$ cat src/hdl/core_pkg.sv
package core_pkg;

	localparam int XLEN = 32;
	localparam int REG_AW = 5;

	// ########################################################################
	// major opcodes.
	localparam logic [6:0] OPC_OP = 7'b0110011;
	localparam logic [6:0] OPC_OP_IMM = 7'b0010011;
	localparam logic [6:0] OPC_LUI = 7'b0110111;
	localparam logic [6:0] OPC_AUIPC = 7'b0010111;
	localparam logic [6:0] OPC_BRANCH = 7'b1100011;
	localparam logic [6:0] OPC_JAL = 7'b1101111;
	localparam logic [6:0] OPC_JALR = 7'b1100111;

	// ########################################################################
	// alu operations.
	localparam logic [3:0] ALU_ADD = 4'd0;
	localparam logic [3:0] ALU_SUB = 4'd1;
	localparam logic [3:0] ALU_SLL = 4'd2;
	localparam logic [3:0] ALU_SLT = 4'd3;
	localparam logic [3:0] ALU_SLTU = 4'd4;
	localparam logic [3:0] ALU_XOR = 4'd5;
	localparam logic [3:0] ALU_SRL = 4'd6;
	localparam logic [3:0] ALU_SRA = 4'd7;
	localparam logic [3:0] ALU_OR = 4'd8;
	localparam logic [3:0] ALU_AND = 4'd9;
	localparam logic [3:0] ALU_PASS_B = 4'd10; // lui.

	// branch kinds match funct3.
	localparam logic [2:0] BR_EQ = 3'b000;
	localparam logic [2:0] BR_NE = 3'b001;
	localparam logic [2:0] BR_LT = 3'b100;
	localparam logic [2:0] BR_GE = 3'b101;
	localparam logic [2:0] BR_LTU = 3'b110;
	localparam logic [2:0] BR_GEU = 3'b111;

	// operand source in execute.
	localparam logic FWD_REG = 1'b0;
	localparam logic FWD_WB = 1'b1;

	localparam logic [XLEN-1:0] RESET_PC = '0;
	localparam logic [31:0] NOP_INSN = 32'h0000_0013; // addi x0, x0, 0.

endpackage

$ cat src/hdl/fetch_unit.sv
`timescale 1ns/1ps

module fetch_unit import core_pkg::*; (
	input  logic            clk,
	input  logic            rst_i,
	input  logic            redirect_i,
	input  logic [XLEN-1:0] redirect_pc_i,
	input  logic            flush_i,
	output logic [XLEN-1:0] wb_adr_o,
	output logic            wb_cyc_o,
	output logic            wb_stb_o,
	output logic            wb_we_o,
	output logic [3:0]      wb_sel_o,
	input  logic [31:0]     wb_dat_i,
	input  logic            wb_ack_i,
	output logic            if_valid_o,
	output logic [XLEN-1:0] if_pc_o,
	output logic [31:0]     if_insn_o
);

	logic [XLEN-1:0] pc_q;
	logic [XLEN-1:0] adr_q;
	logic            cyc_q;
	logic            discard_q; // ack of a cycle started before a redirect.
	logic            buf_valid_q;
	logic [XLEN-1:0] buf_pc_q;
	logic [31:0]     buf_insn_q;
	logic            start;
	logic            ack_ok;

	assign start = !cyc_q && !buf_valid_q && !flush_i;
	assign ack_ok = cyc_q && wb_ack_i && !discard_q && !flush_i;

	always_ff @(posedge clk)
	begin
		if (rst_i)
		begin
			pc_q <= RESET_PC;
			cyc_q <= 1'b0;
			discard_q <= 1'b0;
			buf_valid_q <= 1'b0;
		end
		else
		begin
			if (redirect_i)
				pc_q <= redirect_pc_i;
			else if (ack_ok)
				pc_q <= pc_q + XLEN'(4);

			if (cyc_q && wb_ack_i)
				cyc_q <= 1'b0; // idle for at least one cycle after ack.
			else if (start)
				cyc_q <= 1'b1;

			if (cyc_q && wb_ack_i)
				discard_q <= 1'b0;
			else if (cyc_q && flush_i)
				discard_q <= 1'b1;

			buf_valid_q <= ack_ok; // decode drains it every cycle.
		end
	end

	always_ff @(posedge clk)
	begin
		if (start)
			adr_q <= {pc_q[XLEN-1:2], 2'b00};
		if (ack_ok)
		begin
			buf_pc_q <= adr_q;
			buf_insn_q <= wb_dat_i;
		end
	end

	assign wb_adr_o = adr_q;
	assign wb_cyc_o = cyc_q;
	assign wb_stb_o = cyc_q;
	assign wb_we_o = 1'b0;
	assign wb_sel_o = 4'hf;

	assign if_valid_o = buf_valid_q;
	assign if_pc_o = buf_pc_q;
	assign if_insn_o = buf_valid_q ? buf_insn_q : NOP_INSN;

endmodule

$ cat src/hdl/inst_decoder.sv
`timescale 1ns/1ps

module inst_decoder import core_pkg::*; (
	input  logic [31:0]       insn_i,
	output logic [REG_AW-1:0] rs1_o,
	output logic [REG_AW-1:0] rs2_o,
	output logic [REG_AW-1:0] rd_o,
	output logic [XLEN-1:0]   imm_o,
	output logic [3:0]        alu_op_o,
	output logic              src_a_pc_o,
	output logic              src_b_imm_o,
	output logic              is_branch_o,
	output logic [2:0]        br_kind_o,
	output logic              jal_o,
	output logic              jalr_o,
	output logic              reg_write_o,
	output logic              lui_o
);

	logic [6:0]      opcode;
	logic [2:0]      funct3;
	logic            funct7_5;
	logic [XLEN-1:0] imm_i_t;
	logic [XLEN-1:0] imm_u_t;
	logic [XLEN-1:0] imm_b_t;
	logic [XLEN-1:0] imm_j_t;

	assign opcode = insn_i[6:0];
	assign funct3 = insn_i[14:12];
	assign funct7_5 = insn_i[30];

	assign rs1_o = insn_i[19:15];
	assign rs2_o = insn_i[24:20];
	assign rd_o = insn_i[11:7];
	assign br_kind_o = funct3;

	assign imm_i_t = {{20{insn_i[31]}}, insn_i[31:20]};
	assign imm_u_t = {insn_i[31:12], 12'b0};
	assign imm_b_t = {{19{insn_i[31]}}, insn_i[31], insn_i[7], insn_i[30:25],
		insn_i[11:8], 1'b0};
	assign imm_j_t = {{11{insn_i[31]}}, insn_i[31], insn_i[19:12], insn_i[20],
		insn_i[30:21], 1'b0};

	always_comb
	begin
		imm_o = imm_i_t;
		alu_op_o = ALU_ADD;
		src_a_pc_o = 1'b0;
		src_b_imm_o = 1'b0;
		is_branch_o = 1'b0;
		jal_o = 1'b0;
		jalr_o = 1'b0;
		reg_write_o = 1'b0; // anything unknown is a nop.
		lui_o = 1'b0;
		case (opcode)
			OPC_OP, OPC_OP_IMM:
			begin
				reg_write_o = 1'b1;
				src_b_imm_o = (opcode == OPC_OP_IMM);
				case (funct3)
					3'b000: alu_op_o = (opcode == OPC_OP && funct7_5) ? ALU_SUB : ALU_ADD;
					3'b001: alu_op_o = ALU_SLL;
					3'b010: alu_op_o = ALU_SLT;
					3'b011: alu_op_o = ALU_SLTU;
					3'b100: alu_op_o = ALU_XOR;
					3'b101: alu_op_o = funct7_5 ? ALU_SRA : ALU_SRL;
					3'b110: alu_op_o = ALU_OR;
					default: alu_op_o = ALU_AND;
				endcase
			end
			OPC_LUI:
			begin
				imm_o = imm_u_t;
				alu_op_o = ALU_PASS_B;
				src_b_imm_o = 1'b1;
				reg_write_o = 1'b1;
				lui_o = 1'b1;
			end
			OPC_AUIPC:
			begin
				imm_o = imm_u_t;
				src_a_pc_o = 1'b1;
				src_b_imm_o = 1'b1;
				reg_write_o = 1'b1;
			end
			OPC_BRANCH:
			begin
				imm_o = imm_b_t;
				is_branch_o = (funct3[2:1] != 2'b01); // 010 and 011 are reserved.
			end
			OPC_JAL:
			begin
				imm_o = imm_j_t;
				jal_o = 1'b1;
				reg_write_o = 1'b1;
			end
			OPC_JALR:
			begin
				jalr_o = 1'b1;
				reg_write_o = 1'b1;
			end
			default: ;
		endcase
	end

endmodule

$ cat src/hdl/reg_file.sv
`timescale 1ns/1ps

module reg_file import core_pkg::*; (
	input  logic              clk,
	input  logic              rst_i,
	input  logic [REG_AW-1:0] ra1_i,
	input  logic [REG_AW-1:0] ra2_i,
	output logic [XLEN-1:0]   rd1_o,
	output logic [XLEN-1:0]   rd2_o,
	input  logic              we_i,
	input  logic [REG_AW-1:0] wa_i,
	input  logic [XLEN-1:0]   wd_i
);

	logic [XLEN-1:0] regs [2**REG_AW];

	always_ff @(posedge clk)
	begin
		if (rst_i)
		begin
			for (int i = 0; i < 2**REG_AW; i++)
				regs[i] <= '0;
		end
		else if (we_i && wa_i != '0)
			regs[wa_i] <= wd_i;
	end

	// write-through lets the writeback value reach decode in the same cycle.
	assign rd1_o = (ra1_i == '0) ? '0 : (we_i && wa_i == ra1_i) ? wd_i : regs[ra1_i];
	assign rd2_o = (ra2_i == '0) ? '0 : (we_i && wa_i == ra2_i) ? wd_i : regs[ra2_i];

endmodule

$ cat src/hdl/id_ex_regs.sv
`timescale 1ns/1ps

module id_ex_regs import core_pkg::*; (
	input  logic              clk,
	input  logic              rst_i,
	input  logic              flush_i,
	input  logic              stall_i,
	input  logic [XLEN-1:0]   pc_i,
	input  logic [XLEN-1:0]   pc4_i,
	input  logic [XLEN-1:0]   imm_i,
	input  logic [XLEN-1:0]   rs1_data_i,
	input  logic [XLEN-1:0]   rs2_data_i,
	input  logic [REG_AW-1:0] rs1_i,
	input  logic [REG_AW-1:0] rs2_i,
	input  logic [REG_AW-1:0] rd_i,
	input  logic [3:0]        alu_op_i,
	input  logic              src_a_pc_i,
	input  logic              src_b_imm_i,
	input  logic              is_branch_i,
	input  logic [2:0]        br_kind_i,
	input  logic              jal_i,
	input  logic              jalr_i,
	input  logic              reg_write_i,
	input  logic              valid_i,
	output logic [XLEN-1:0]   pc_o,
	output logic [XLEN-1:0]   pc4_o,
	output logic [XLEN-1:0]   imm_o,
	output logic [XLEN-1:0]   rs1_data_o,
	output logic [XLEN-1:0]   rs2_data_o,
	output logic [REG_AW-1:0] rs1_o,
	output logic [REG_AW-1:0] rs2_o,
	output logic [REG_AW-1:0] rd_o,
	output logic [3:0]        alu_op_o,
	output logic              src_a_pc_o,
	output logic              src_b_imm_o,
	output logic              is_branch_o,
	output logic [2:0]        br_kind_o,
	output logic              jal_o,
	output logic              jalr_o,
	output logic              reg_write_o,
	output logic              valid_o
);

	always_ff @(posedge clk)
	begin
		if (rst_i || flush_i || stall_i)
		begin
			// bubble.
			pc_o <= '0;
			pc4_o <= '0;
			imm_o <= '0;
			rs1_data_o <= '0;
			rs2_data_o <= '0;
			rs1_o <= '0;
			rs2_o <= '0;
			rd_o <= '0;
			alu_op_o <= ALU_ADD;
			src_a_pc_o <= 1'b0;
			src_b_imm_o <= 1'b0;
			is_branch_o <= 1'b0;
			br_kind_o <= BR_EQ;
			jal_o <= 1'b0;
			jalr_o <= 1'b0;
			reg_write_o <= 1'b0;
			valid_o <= 1'b0;
		end
		else
		begin
			pc_o <= pc_i;
			pc4_o <= pc4_i;
			imm_o <= imm_i;
			rs1_data_o <= rs1_data_i;
			rs2_data_o <= rs2_data_i;
			rs1_o <= rs1_i;
			rs2_o <= rs2_i;
			rd_o <= rd_i;
			alu_op_o <= alu_op_i;
			src_a_pc_o <= src_a_pc_i;
			src_b_imm_o <= src_b_imm_i;
			is_branch_o <= is_branch_i;
			br_kind_o <= br_kind_i;
			jal_o <= jal_i;
			jalr_o <= jalr_i;
			reg_write_o <= reg_write_i;
			valid_o <= valid_i;
		end
	end

endmodule

$ cat src/hdl/exec_unit.sv
`timescale 1ns/1ps

module exec_unit import core_pkg::*; (
	input  logic              clk,
	input  logic              rst_i,
	input  logic [XLEN-1:0]   pc_i,
	input  logic [XLEN-1:0]   pc4_i,
	input  logic [XLEN-1:0]   imm_i,
	input  logic [XLEN-1:0]   rs1_data_i,
	input  logic [XLEN-1:0]   rs2_data_i,
	input  logic [REG_AW-1:0] rd_i,
	input  logic [3:0]        alu_op_i,
	input  logic              src_a_pc_i,
	input  logic              src_b_imm_i,
	input  logic              is_branch_i,
	input  logic [2:0]        br_kind_i,
	input  logic              jal_i,
	input  logic              jalr_i,
	input  logic              reg_write_i,
	input  logic              valid_i,
	input  logic              fwd_a_i,
	input  logic              fwd_b_i,
	output logic              redirect_o,
	output logic [XLEN-1:0]   redirect_pc_o,
	output logic              wb_valid_o,
	output logic              wb_we_o,
	output logic [REG_AW-1:0] wb_rd_o,
	output logic [XLEN-1:0]   wb_data_o,
	output logic              retire_valid_o,
	output logic [XLEN-1:0]   retire_pc_o,
	output logic [REG_AW-1:0] retire_rd_o,
	output logic              retire_wen_o,
	output logic [XLEN-1:0]   retire_data_o
);

	logic [XLEN-1:0]   rs1_val;
	logic [XLEN-1:0]   rs2_val;
	logic [XLEN-1:0]   op_a;
	logic [XLEN-1:0]   op_b;
	logic [XLEN-1:0]   alu_res;
	logic [XLEN-1:0]   jalr_sum;
	logic              br_taken;
	logic              wb_valid_q;
	logic              wb_we_q;
	logic [REG_AW-1:0] wb_rd_q;
	logic [XLEN-1:0]   wb_data_q;
	logic [XLEN-1:0]   wb_pc_q;

	// ########################################################################
	// forwarding and alu.
	assign rs1_val = (fwd_a_i == FWD_WB) ? wb_data_q : rs1_data_i;
	assign rs2_val = (fwd_b_i == FWD_WB) ? wb_data_q : rs2_data_i;
	assign op_a = src_a_pc_i ? pc_i : rs1_val;
	assign op_b = src_b_imm_i ? imm_i : rs2_val;

	always_comb
	begin
		case (alu_op_i)
			ALU_ADD: alu_res = op_a + op_b;
			ALU_SUB: alu_res = op_a - op_b;
			ALU_SLL: alu_res = op_a << op_b[4:0];
			ALU_SLT: alu_res = XLEN'($signed(op_a) < $signed(op_b));
			ALU_SLTU: alu_res = XLEN'(op_a < op_b);
			ALU_XOR: alu_res = op_a ^ op_b;
			ALU_SRL: alu_res = op_a >> op_b[4:0];
			ALU_SRA: alu_res = $signed(op_a) >>> op_b[4:0];
			ALU_OR: alu_res = op_a | op_b;
			ALU_AND: alu_res = op_a & op_b;
			default: alu_res = op_b; // pass b.
		endcase
	end

	// ########################################################################
	// branch and jump resolution.
	always_comb
	begin
		case (br_kind_i)
			BR_EQ: br_taken = (rs1_val == rs2_val);
			BR_NE: br_taken = (rs1_val != rs2_val);
			BR_LT: br_taken = ($signed(rs1_val) < $signed(rs2_val));
			BR_GE: br_taken = ($signed(rs1_val) >= $signed(rs2_val));
			BR_LTU: br_taken = (rs1_val < rs2_val);
			BR_GEU: br_taken = (rs1_val >= rs2_val);
			default: br_taken = 1'b0;
		endcase
	end

	assign jalr_sum = rs1_val + imm_i;
	assign redirect_o = valid_i && (jal_i || jalr_i || (is_branch_i && br_taken));
	assign redirect_pc_o = jalr_i ? {jalr_sum[XLEN-1:1], 1'b0} : pc_i + imm_i;

	// ex/wb register.
	always_ff @(posedge clk)
	begin
		if (rst_i)
			wb_valid_q <= 1'b0;
		else
			wb_valid_q <= valid_i;
	end

	always_ff @(posedge clk)
	begin
		if (valid_i)
		begin
			wb_we_q <= reg_write_i;
			wb_rd_q <= rd_i;
			wb_data_q <= (jal_i || jalr_i) ? pc4_i : alu_res; // link value.
			wb_pc_q <= pc_i;
		end
	end

	assign wb_valid_o = wb_valid_q;
	assign wb_we_o = wb_we_q;
	assign wb_rd_o = wb_rd_q;
	assign wb_data_o = wb_data_q;

	assign retire_valid_o = wb_valid_q;
	assign retire_pc_o = wb_pc_q;
	assign retire_rd_o = wb_rd_q;
	assign retire_wen_o = wb_we_q;
	assign retire_data_o = wb_data_q;

endmodule

$ cat src/hdl/hazard_ctrl.sv
`timescale 1ns/1ps

module hazard_ctrl import core_pkg::*; (
	input  logic              if_valid_i,
	input  logic              redirect_i,
	input  logic [REG_AW-1:0] ex_rs1_i,
	input  logic [REG_AW-1:0] ex_rs2_i,
	input  logic              wb_we_i,
	input  logic [REG_AW-1:0] wb_rd_i,
	output logic              id_bubble_o,
	output logic              flush_o,
	output logic              fwd_a_o,
	output logic              fwd_b_o
);

	logic wb_live;

	// nothing fetched, so decode hands a bubble to execute.
	assign id_bubble_o = !if_valid_i;

	// taken redirect kills decode and the fetch buffer together.
	assign flush_o = redirect_i;

	assign wb_live = wb_we_i && (wb_rd_i != '0);

	always_comb
	begin
		fwd_a_o = FWD_REG;
		fwd_b_o = FWD_REG;
		if (wb_live && wb_rd_i == ex_rs1_i)
			fwd_a_o = FWD_WB;
		if (wb_live && wb_rd_i == ex_rs2_i)
			fwd_b_o = FWD_WB;
	end

endmodule

$ cat src/hdl/pipe_core.sv
`timescale 1ns/1ps

module pipe_core import core_pkg::*; (
	input  logic              clk,
	input  logic              rst_i,
	output logic [XLEN-1:0]   wb_adr_o,
	output logic              wb_cyc_o,
	output logic              wb_stb_o,
	output logic              wb_we_o,
	output logic [3:0]        wb_sel_o,
	input  logic [31:0]       wb_dat_i,
	input  logic              wb_ack_i,
	output logic              retire_valid_o,
	output logic [XLEN-1:0]   retire_pc_o,
	output logic [REG_AW-1:0] retire_rd_o,
	output logic              retire_wen_o,
	output logic [XLEN-1:0]   retire_data_o
);

	logic              if_valid;
	logic [XLEN-1:0]   if_pc;
	logic [31:0]       if_insn;
	logic [REG_AW-1:0] dec_rs1, dec_rs2, dec_rd, id_rs1;
	logic [XLEN-1:0]   dec_imm;
	logic [3:0]        dec_alu_op;
	logic              dec_src_a_pc, dec_src_b_imm, dec_is_branch;
	logic [2:0]        dec_br_kind;
	logic              dec_jal, dec_jalr, dec_reg_write, dec_lui;
	logic [XLEN-1:0]   rf_rd1, rf_rd2;
	logic [XLEN-1:0]   ex_pc, ex_pc4, ex_imm, ex_rs1_data, ex_rs2_data;
	logic [REG_AW-1:0] ex_rs1, ex_rs2, ex_rd;
	logic [3:0]        ex_alu_op;
	logic              ex_src_a_pc, ex_src_b_imm, ex_is_branch;
	logic [2:0]        ex_br_kind;
	logic              ex_jal, ex_jalr, ex_reg_write, ex_valid;
	logic              redirect, flush, id_bubble, fwd_a, fwd_b;
	logic [XLEN-1:0]   redirect_pc;
	logic              exwb_valid, exwb_we, rf_we;
	logic [REG_AW-1:0] exwb_rd;
	logic [XLEN-1:0]   exwb_data;

	// zero the rs1 index of lui so its immediate bits never look like a source.
	assign id_rs1 = dec_lui ? '0 : dec_rs1;
	assign rf_we = exwb_valid && exwb_we;

	fetch_unit u_fetch (.clk, .rst_i, .redirect_i(redirect), .redirect_pc_i(redirect_pc),
		.flush_i(flush), .wb_adr_o, .wb_cyc_o, .wb_stb_o, .wb_we_o, .wb_sel_o, .wb_dat_i,
		.wb_ack_i, .if_valid_o(if_valid), .if_pc_o(if_pc), .if_insn_o(if_insn));

	inst_decoder u_dec (.insn_i(if_insn), .rs1_o(dec_rs1), .rs2_o(dec_rs2), .rd_o(dec_rd),
		.imm_o(dec_imm), .alu_op_o(dec_alu_op), .src_a_pc_o(dec_src_a_pc),
		.src_b_imm_o(dec_src_b_imm), .is_branch_o(dec_is_branch), .br_kind_o(dec_br_kind),
		.jal_o(dec_jal), .jalr_o(dec_jalr), .reg_write_o(dec_reg_write), .lui_o(dec_lui));

	reg_file u_rf (.clk, .rst_i, .ra1_i(id_rs1), .ra2_i(dec_rs2), .rd1_o(rf_rd1),
		.rd2_o(rf_rd2), .we_i(rf_we), .wa_i(exwb_rd), .wd_i(exwb_data));

	id_ex_regs u_id_ex (.clk, .rst_i, .flush_i(flush), .stall_i(id_bubble),
		.pc_i(if_pc), .pc4_i(if_pc + XLEN'(4)), .imm_i(dec_imm), .rs1_data_i(rf_rd1),
		.rs2_data_i(rf_rd2), .rs1_i(id_rs1), .rs2_i(dec_rs2), .rd_i(dec_rd),
		.alu_op_i(dec_alu_op), .src_a_pc_i(dec_src_a_pc), .src_b_imm_i(dec_src_b_imm),
		.is_branch_i(dec_is_branch), .br_kind_i(dec_br_kind), .jal_i(dec_jal),
		.jalr_i(dec_jalr), .reg_write_i(dec_reg_write), .valid_i(if_valid),
		.pc_o(ex_pc), .pc4_o(ex_pc4), .imm_o(ex_imm), .rs1_data_o(ex_rs1_data),
		.rs2_data_o(ex_rs2_data), .rs1_o(ex_rs1), .rs2_o(ex_rs2), .rd_o(ex_rd),
		.alu_op_o(ex_alu_op), .src_a_pc_o(ex_src_a_pc), .src_b_imm_o(ex_src_b_imm),
		.is_branch_o(ex_is_branch), .br_kind_o(ex_br_kind), .jal_o(ex_jal),
		.jalr_o(ex_jalr), .reg_write_o(ex_reg_write), .valid_o(ex_valid));

	exec_unit u_ex (.clk, .rst_i, .pc_i(ex_pc), .pc4_i(ex_pc4), .imm_i(ex_imm),
		.rs1_data_i(ex_rs1_data), .rs2_data_i(ex_rs2_data), .rd_i(ex_rd),
		.alu_op_i(ex_alu_op), .src_a_pc_i(ex_src_a_pc), .src_b_imm_i(ex_src_b_imm),
		.is_branch_i(ex_is_branch), .br_kind_i(ex_br_kind), .jal_i(ex_jal),
		.jalr_i(ex_jalr), .reg_write_i(ex_reg_write), .valid_i(ex_valid),
		.fwd_a_i(fwd_a), .fwd_b_i(fwd_b), .redirect_o(redirect),
		.redirect_pc_o(redirect_pc), .wb_valid_o(exwb_valid), .wb_we_o(exwb_we),
		.wb_rd_o(exwb_rd), .wb_data_o(exwb_data), .retire_valid_o, .retire_pc_o,
		.retire_rd_o, .retire_wen_o, .retire_data_o);

	hazard_ctrl u_hz (.if_valid_i(if_valid), .redirect_i(redirect), .ex_rs1_i(ex_rs1),
		.ex_rs2_i(ex_rs2), .wb_we_i(rf_we), .wb_rd_i(exwb_rd), .id_bubble_o(id_bubble),
		.flush_o(flush), .fwd_a_o(fwd_a), .fwd_b_o(fwd_b));

endmodule

$ cat config.mk
export PLATFORM = sky130hd
export DESIGN_NAME = pipe_core
export DESIGN_NICKNAME = d
export VERILOG_FILES = /design/src/hdl/core_pkg.sv /design/src/hdl/fetch_unit.sv /design/src/hdl/inst_decoder.sv /design/src/hdl/reg_file.sv /design/src/hdl/id_ex_regs.sv /design/src/hdl/exec_unit.sv /design/src/hdl/hazard_ctrl.sv /design/src/hdl/pipe_core.sv
export SDC_FILE = /design/constraint.sdc
export NUM_CORES = 2
export LEC_CHECK = 0
export BUFFER_PORTS_ARGS = -buffer_cell sky130_fd_sc_hd__buf_2
export CAP_MARGIN = 20
export CORE_MARGIN = 5
export CORE_UTILIZATION = 40
export DETAILED_ROUTE_END_ITERATION = 7
export SYNTH_ARGS = -nofsm -noshare
export SYNTH_HDL_FRONTEND = slang
export SYNTH_SLANG_ARGS = --single-unit
$ cat constraint.sdc
create_clock -name clk -period 7.8 [get_ports clk]
set_clock_uncertainty 0.05 [all_clocks]
set_input_delay 2.34 -clock clk [delete_from_list [all_inputs] [get_ports clk]]
set_output_delay 2.34 -clock clk [all_outputs]
set_load 0.005 [all_outputs]
Yosys cells after proc, flatten, opt, wreduce, memory -nomap -nowiden
Memories as Yosys holds them, arrays and structs flattened. A register that Yosys moved wholly into a read port is not among the register bits. Cells that the tools add are included. W data, S select, Z words.

Bits in registers: 319. Bits in writable memories: 1024. Bits of input ports: 35. Output and inout port bits: 110. Memories kept: 1.

Add/sub/neg operators: 6. Order comparisons: 6. Equality and inequality tests: 32. Shifts and indexed selects: 3. Mux-type cells: 33. Bitwise logic cells: 4. Reduce and logical (&&, ||, !) cells: 36.

Memories: u_rf.regs (depth 32, width 32, rd ports 2, clocked after Yosys merged registers in 2, wr ports 32, line reg_file.sv:15) `logic [XLEN-1:0] regs [2**REG_AW];`.

Operator list (count): $mux W32 (10); $pmux W32 S10 (1); $lt A32 B32 Y1 (4); $add A32 B32 Y32 (3); $pmux W31 S3 (1); $add A32 B3 Y32 const B (2); $ge A32 B32 Y1 (2); $and A32 B32 Y32 (1); $eq A32 B32 Y1 (1); $ne A32 B32 Y1 (1); $or A32 B32 Y32 (1); $reduce_or A32 Y1 (1); $shl A32 B5 Y32 (1); $shr A32 B5 Y32 (1); $sshr A32 B5 Y32 (1); $sub A32 B32 Y32 (1); $xor A32 B32 Y32 (1); $pmux W4 S7 (1); $eq A3 B3 Y1 const B (7); $eq A7 B7 Y1 const B (3); $eq A4 B3 Y1 const B (4); $mux W1 (15); $eq A7 B5 Y1 const B (2); $eq A7 B6 Y1 const B (2); other kinds (22) (53).

Depth between registers and ports, before layout
Depth in word-level cells: 14. Gate-level depth with buffers: 24.

Modules after synthesis
From an unflattened synthesis, not the netlist that was laid out.

Cells, all modules: 7111. Area, all modules: 84893.9 µm².

Modules (own cells, without submodules): reg_file (instances 1, cells each 3830, area an instance 55185.4 µm², sequential area each 30749.5 µm²); exec_unit (instances 1, cells each 2268, area an instance 16643.5 µm², sequential area each 2122.0 µm²); id_ex_regs (instances 1, cells each 441, area an instance 6703.9 µm², sequential area each 3783.6 µm²); fetch_unit (instances 1, cells each 374, area an instance 4958.5 µm², sequential area each 3423.3 µm²); inst_decoder (instances 1, cells each 94, area an instance 661.9 µm², sequential area each 0.0 µm²); pipe_core (instances 1, cells each 86, area an instance 605.6 µm², sequential area each 0.0 µm²); hazard_ctrl (instances 1, cells each 18, area an instance 135.1 µm², sequential area each 0.0 µm²).

Worst setup path before layout
No wires, ideal clock.

Path type: reg2reg. Start point: reg u_ex.wb_rd_q[4] (netlist: u_ex.retire_rd_o[4]). End point: reg u_fetch.buf_insn_q[0] (enable). Data arrival time: 7.200 ns. Slack: 0.068 ns. Cell stages (with the launch flop): 19. Path buffers: 5. Clock period less this slack: 7.732 ns. Cell sequence: edfxtp_1 -> buf_6 -> xor2_1 -> or4_1 -> buf_2 -> nor2_2 -> buf_1 -> mux2i_1 -> ha_1 -> a21o_1 -> a21o_1 -> a2111oi_0 -> o221a_2 -> xnor2_1 -> o211a_1 -> o311a_1 -> clkbuf_1 -> buf_1 -> nor2_1.

Cells in the longest elaborated chain, start to end: 12.

Ends and longest elaborated chain: start, declared (line exec_unit.sv:45) `logic [REG_AW-1:0] wb_rd_q;`; start signal, assigned (line exec_unit.sv:106) `wb_rd_q <= rd_i;`; $reduce_bool A5 Y1 (line hazard_ctrl.sv:24) `assign wb_live = wb_we_i && (wb_rd_i != '0);`; $logic_and A1 B1 Y1 (line hazard_ctrl.sv:24); $logic_and A1 B1 Y1, on equally long branches (line hazard_ctrl.sv:30, hazard_ctrl.sv:32); $mux W1, on equally long branches (line hazard_ctrl.sv:30, hazard_ctrl.sv:32); $mux W32, on equally long branches (line exec_unit.sv:51, exec_unit.sv:52); $ge A32 B32 Y1 (tied with other cells) (line exec_unit.sv:83) `BR_GEU: br_taken = (rs1_val >= rs2_val);`; $pmux W1 S6 (*) (line exec_unit.sv:77) `case (br_kind_i)`; $logic_and A1 B1 Y1 (*) (line exec_unit.sv:89) `assign redirect_o = valid_i && (jal_i || jalr_i || (is_branch_i && br_taken));`; $logic_or A1 B1 Y1 (*) (line exec_unit.sv:89); $logic_and A1 B1 Y1 (*) (line exec_unit.sv:89); $logic_not A1 Y1 (*) (line fetch_unit.sv:32) `assign ack_ok = cyc_q && wb_ack_i && !discard_q && !flush_i;`; $logic_and A1 B1 Y1 (*) (line fetch_unit.sv:32); net u_fetch.ack_ok (line fetch_unit.sv:29) `logic ack_ok;`; end signal, assigned (line fetch_unit.sv:71) `buf_insn_q <= wb_dat_i;`; end, declared (line fetch_unit.sv:27) `logic [31:0] buf_insn_q;`.

The timed path passes the listed nets; every way through them passes the cells marked *. A chain may end at the register's enable or synchronous reset.

Final worst setup path
Start point: reg u_ex.wb_rd_q[4] (netlist: u_ex.retire_rd_o[4]). End point: reg u_id_ex.rs2_data_o[21] (read register of u_rf.regs).

Cells in the longest elaborated chain, start to end: 13.

Ends and longest elaborated chain: $reduce_bool A5 Y1 (line hazard_ctrl.sv:24); $logic_and A1 B1 Y1 (line hazard_ctrl.sv:24); $logic_and A1 B1 Y1, on equally long branches (line hazard_ctrl.sv:30, hazard_ctrl.sv:32); $mux W1, on equally long branches (line hazard_ctrl.sv:30, hazard_ctrl.sv:32); $mux W32, on equally long branches (line exec_unit.sv:51, exec_unit.sv:52); $ge A32 B32 Y1 (tied with other cells) (line exec_unit.sv:83); $pmux W1 S6 (*) (line exec_unit.sv:77); $logic_and A1 B1 Y1 (*) (line exec_unit.sv:89); $logic_or A1 B1 Y1 (*) (line exec_unit.sv:89); $logic_and A1 B1 Y1 (*) (line exec_unit.sv:89); $logic_or A1 B1 Y1 (*) (2 in series) (line id_ex_regs.sv:46) `if (rst_i || flush_i || stall_i)`; $reduce_or A2 Y1 (no line) (*); end, declared (line id_ex_regs.sv:29) `output logic [XLEN-1:0] rs2_data_o,`.

Every way passes the cells marked *; elsewhere a longest branch is shown, timed or not.

==> impl_results.html <==
<table>
<tr><th>Metric</th><th>Value</th></tr>
<tr><th colspan="2">Route</th></tr>
<tr><td>Detailed-router iteration count before antenna repair</td><td>6</td></tr>
<tr><td>Initial DRC count</td><td>10700</td></tr>
<tr><td>Routed Antenna Nets</td><td>0</td></tr>
<tr><td>Mean routed wirelength per cell</td><td>33.3 µm</td></tr>
<tr><td>Drc violations</td><td>0</td></tr>
<tr><td>Overall routed net length</td><td>369000 µm</td></tr>
<tr><td>Detailed-route vias per instance</td><td>6.47</td></tr>
<tr><td>Vias</td><td>71700</td></tr>
<tr><th colspan="2">Flow run</th></tr>
<tr><td>Max_cap viols</td><td>0</td></tr>
<tr><th colspan="2">Clock network</th></tr>
<tr><td>Clock slew at reported path FFs</td><td>60 ps</td></tr>
<tr><td>CTS tree</td><td>yes</td></tr>
<tr><td>H-tree Lvls</td><td>4</td></tr>
<tr><td>Clock tree sinks</td><td>1403</td></tr>
<tr><td>Root buf cell</td><td>sky130_fd_sc_hd__clkbuf_16</td></tr>
<tr><td>Number of instances resized during post-cts repair</td><td>0</td></tr>
<tr><td>Buffer depth of the longest clock path</td><td>3</td></tr>
<tr><td>Clock buffer count from CTS</td><td>157</td></tr>
<tr><td>Clock latency of the later-clocked register in the worst-skew pair</td><td>810 ps</td></tr>
<tr><td>Post-CTS repair timing setup buffer count</td><td>0</td></tr>
<tr><td>Count of hold buffers inserted by post-cts repair</td><td>0</td></tr>
<tr><th colspan="2">Yosys</th></tr>
<tr><td>Dominant cell by count in the synthesized netlist</td><td>sky130_fd_sc_hd__edfxtp_1</td></tr>
<tr><td>Count of distinct cell types in the synthesized netlist</td><td>96</td></tr>
<tr><td>Dominant synthesized flop cell</td><td>sky130_fd_sc_hd__edfxtp_1</td></tr>
<tr><td>Yosys warnings</td><td>0</td></tr>
<tr><td>Fraction of synthesized cell area taken by the top area cell type</td><td>0.427</td></tr>
<tr><td>Proportion of synthesized flip-flops having asynchronous set or reset</td><td>0</td></tr>
<tr><td>Largest cells by area after synthesis</td><td>sky130_fd_sc_hd__edfxtp_1 43%, sky130_fd_sc_hd__and2_1 7.6%, sky130_fd_sc_hd__dfxtp_1 5.3%, sky130_fd_sc_hd__mux2i_1 4.9%, sky130_fd_sc_hd__a21oi_1 4.2%</td></tr>
<tr><td>Synthesized area per cell</td><td>9.95 µm²</td></tr>
<tr><td>Synth Instances</td><td>8369</td></tr>
<tr><td>EDFF count, synth</td><td>1184</td></tr>
<tr><td>Leading cell types by count after synthesis</td><td>1184 x sky130_fd_sc_hd__edfxtp_1, 1014 x sky130_fd_sc_hd__and2_1, 713 x sky130_fd_sc_hd__nand2_1, 692 x sky130_fd_sc_hd__a21oi_1, 687 x sky130_fd_sc_hd__clkbuf_1</td></tr>
<tr><td>Number of synthesized register bits</td><td>1403</td></tr>
<tr><td>Sequential element share of the synthesized area</td><td>0.479</td></tr>
<tr><td>Cell type with the largest total area after synthesis</td><td>sky130_fd_sc_hd__edfxtp_1</td></tr>
<tr><td>Combined area of all synthesized cells</td><td>83300 µm²</td></tr>
<tr><th colspan="2">Layout</th></tr>
<tr><td>Area occupied by registers</td><td>39900 µm²</td></tr>
<tr><td>Ratio of cells with drive above 1 in the final layout</td><td>0.120</td></tr>
<tr><td>Core Util, Final</td><td>0.448</td></tr>
<tr><td>Layout area overhead</td><td>11.2%</td></tr>
<tr><td>Net count of the finished layout</td><td>8391</td></tr>
<tr><td>Number of fill cells in the layout</td><td>19200</td></tr>
<tr><td>Area of the multi-input gates</td><td>40600 µm²</td></tr>
<tr><th colspan="2">Worst hold path</th></tr>
<tr><td>Worst Hold Class</td><td>reg -&gt; reg</td></tr>
<tr><td>Startpoint of the lowest-slack hold path</td><td>u_id_ex.rd_o[1]$_SDFF_PP0_</td></tr>
<tr><th colspan="2">Worst setup path</th></tr>
<tr><td>Required time worst endpoint</td><td>8420 ps</td></tr>
<tr><td>Worst Setup End Kind</td><td>flop</td></tr>
<tr><td>Worst path arrival time</td><td>7430 ps</td></tr>
<tr><td>CP startpoint kind</td><td>flop</td></tr>
<tr><td>Start point of the critical path</td><td>u_ex.retire_rd_o[4]$_DFFE_PP_</td></tr>
<tr><td>Critical path class</td><td>reg -&gt; reg</td></tr>
<tr><td>Maximum fanout count along the critical path</td><td>20</td></tr>
<tr><td>Startpoint of the worst register-to-register path</td><td>u_ex.retire_rd_o[4]$_DFFE_PP_</td></tr>
<tr><th colspan="2">GRT</th></tr>
<tr><td>First-pass GRT wire length</td><td>511000 µm</td></tr>
<tr><td>Sum of overflow across all layers after global routing</td><td>0</td></tr>
<tr><td>Number of antenna violations at the first check in global routing</td><td>23</td></tr>
<tr><td>Via count of the first global-routing pass</td><td>66900</td></tr>
<tr><td>Overall routing resource usage</td><td>0.325</td></tr>
<tr><td>Pin count of the biggest net entering global routing</td><td>158</td></tr>
<tr><th colspan="2">STA</th></tr>
<tr><td>Minimum clock period</td><td>6810 ps</td></tr>
<tr><td>Fin. max-slew vios</td><td>0</td></tr>
<tr><td>Actual slew at the worst max-slew pin</td><td>1270 ps</td></tr>
<tr><td>Final hold violation count</td><td>0</td></tr>
<tr><td>Timing-limited maximum frequency</td><td>147 MHz</td></tr>
<tr><td>Relative slew slack</td><td>0.152</td></tr>
<tr><td>Setup Viol. Count Final</td><td>0</td></tr>
<tr><td>Unrepaired setup endpoints after global routing</td><td>no</td></tr>
<tr><td>Sum of negative setup slack</td><td>0 ps</td></tr>
<tr><td>Portion of the clock cycle consumed by the worst path in the final layout</td><td>0.873</td></tr>
<tr><th colspan="2">Floorplan</th></tr>
<tr><td>Placeable core region</td><td>207000 µm²</td></tr>
<tr><td>Initial core utilization</td><td>0.402</td></tr>
<tr><td>Horizontal die dimension</td><td>466 µm</td></tr>
<tr><td>I/O pin count</td><td>145</td></tr>
<tr><td>Die Y-Extent</td><td>466 µm</td></tr>
<tr><td>Cell row count</td><td>167</td></tr>
<tr><td>Overall die area</td><td>217000 µm²</td></tr>
<tr><th colspan="2">Place</th></tr>
<tr><td>Detailed-placement wirelength estimate</td><td>240000 µm</td></tr>
<tr><td>Number of buffer cells added on primary ports</td><td>135</td></tr>
<tr><td>Routability-driven placement congestion ratio</td><td>1.01</td></tr>
<tr><th colspan="2">Status</th></tr>
<tr><td>Run status</td><td>finished clean</td></tr>
<tr><th colspan="2">Power</th></tr>
<tr><td>Leak Pwr</td><td>33.4 nW</td></tr>
<tr><td>PD cells</td><td>189 nW/µm²</td></tr>
<tr><td>Worst voltage drop across the vdd grid</td><td>0.165 mV</td></tr>
</table>
[cells by family after synthesis]
family | share of synthesized area
compound gates | 0.191
xor+xnor | 0.0145
fa+ha+maj | 0.0293
buf+inv | 0.0449
flops | 0.479
mux | 0.0786
other cells | 0.0000902
simple gates | 0.162
[worst paths after layout]
check                                       to  slack [ps]  cells after the start
max          u_id_ex.rs2_data_o[21]$_SDFF_PP0_         990                     19
min              u_ex.retire_rd_o[1]$_DFFE_PP_         350                      0
max reg2reg  u_id_ex.rs2_data_o[21]$_SDFF_PP0_         990                     19
min reg2reg      u_ex.retire_rd_o[1]$_DFFE_PP_         350                      0
[worst max-delay path, stage by stage, from the launching register on]
cell and delay, ps:
sky130_fd_sc_hd__edfxtp_1 590, sky130_fd_sc_hd__xor2_1 260, sky130_fd_sc_hd__or4_1 680, sky130_fd_sc_hd__nor2_4 540, sky130_fd_sc_hd__buf_4 410, sky130_fd_sc_hd__mux2i_1 170, sky130_fd_sc_hd__ha_1 480, sky130_fd_sc_hd__nand4_1 210
sky130_fd_sc_hd__nor4_1 500, sky130_fd_sc_hd__nand2_1 160, sky130_fd_sc_hd__or4_1 600, sky130_fd_sc_hd__and4b_1 210, sky130_fd_sc_hd__mux2i_1 140, sky130_fd_sc_hd__o211a_1 220, sky130_fd_sc_hd__o311ai_4 110, sky130_fd_sc_hd__nand2_2 130
sky130_fd_sc_hd__clkinv_1 340, sky130_fd_sc_hd__o21ai_2 390, sky130_fd_sc_hd__buf_4 360, sky130_fd_sc_hd__a21oi_1 80
[report_power, final]
group          internal, W  switching [W]
sequential         0.00836       0.000189
clock              0.00431        0.00319
combinational     0.000407        0.00107
total               0.0131        0.00445
[state kept, by name (all words and copies together) (netlist names), 5 cells and up]
signal              flops
u_ex.retire_data_o     32
u_ex.retire_pc_o       30
u_ex.retire_rd_o        5
u_fetch.buf_insn_q     32
u_fetch.if_pc_o        30
u_fetch.pc_q           30
u_fetch.wb_adr_o       30
u_id_ex.imm_o          32
u_id_ex.pc4_o          30
u_id_ex.pc_o           30
u_id_ex.rd_o            5
u_id_ex.rs1_data_o     32
u_id_ex.rs1_o           5
u_id_ex.rs2_data_o     32
u_id_ex.rs2_o           5
u_rf.regs            1024
[final cells by class]
type                            instances  share of cell area
Clock inverter                         87             0.00874
Tap cell                             2788              0.0376
Timing Repair Buffer                  413              0.0330
Inverter                              136             0.00554
Clock buffer                          197              0.0458
Multi-Input combinational cell       6052               0.438
Sequential cell                      1403               0.431
Antenna cell                           11            0.000297
[cell usage in the layout, fill, tap and decap left out, types with 17 or more instances in the layout]
cell                        count
sky130_fd_sc_hd__xor2_1        60
sky130_fd_sc_hd__o22ai_1      138
sky130_fd_sc_hd__nand2_1      705
sky130_fd_sc_hd__a211oi_1     292
sky130_fd_sc_hd__buf_4        255
sky130_fd_sc_hd__o21ai_4       31
sky130_fd_sc_hd__nor3_1        60
sky130_fd_sc_hd__a2111oi_0     17
sky130_fd_sc_hd__a21oi_1      692
sky130_fd_sc_hd__a31oi_1      117
sky130_fd_sc_hd__and3_1       104
sky130_fd_sc_hd__o221ai_1     207
sky130_fd_sc_hd__mux2i_1      411
sky130_fd_sc_hd__a311oi_1      44
sky130_fd_sc_hd__nor2_2        21
sky130_fd_sc_hd__and2_1      1012
sky130_fd_sc_hd__clkinv_1      40
sky130_fd_sc_hd__o21ai_0      412
sky130_fd_sc_hd__mux2_2       208
sky130_fd_sc_hd__o211ai_1     156
sky130_fd_sc_hd__inv_1        128
sky130_fd_sc_hd__clkinv_2      25
sky130_fd_sc_hd__ha_1         190
sky130_fd_sc_hd__o21a_1        17
sky130_fd_sc_hd__edfxtp_1    1184
sky130_fd_sc_hd__xnor2_1       78
sky130_fd_sc_hd__nand4_1       49
sky130_fd_sc_hd__nand3_1      120
sky130_fd_sc_hd__nor2b_1      128
sky130_fd_sc_hd__clkbuf_16    164
sky130_fd_sc_hd__a21o_1        46
sky130_fd_sc_hd__nor2_1       286
sky130_fd_sc_hd__conb_1        41
sky130_fd_sc_hd__a22oi_1       77
sky130_fd_sc_hd__clkbuf_1      31
sky130_fd_sc_hd__a2111oi_1     18
sky130_fd_sc_hd__buf_2        135
sky130_fd_sc_hd__dfxtp_1      216
[layer usage]
| layer | wire length (µm) | up-vias | GRT usage |
|---|---|---|---|
| met1 | 142000 | 35400 | 0.428 |
| met5 | 82 | - | 0 |
| met4 | 28400 | 12 | 0.206 |
| met2 | 155000 | 4821 | 0.473 |
| met3 | 43800 | 981 | 0.0900 |
| li1 | - | 30600 | - |
[through the flow]
stage	area [µm²]	cells	setup WS (ps)	power, W	hold WS, ps
final	92700	11100	989	0.0175	353
after global routing	92600	11100	874	0.0179	371
after CTS	92600	11100	1190	0.0175	354
after detailed placement	87500	10800	1240	0.0101	341
after global placement	87400	10800	1390	0.0101	342
after floorplan	83400	8408	68.0	0.00940	336
Power figures use the tool's default switching activity.
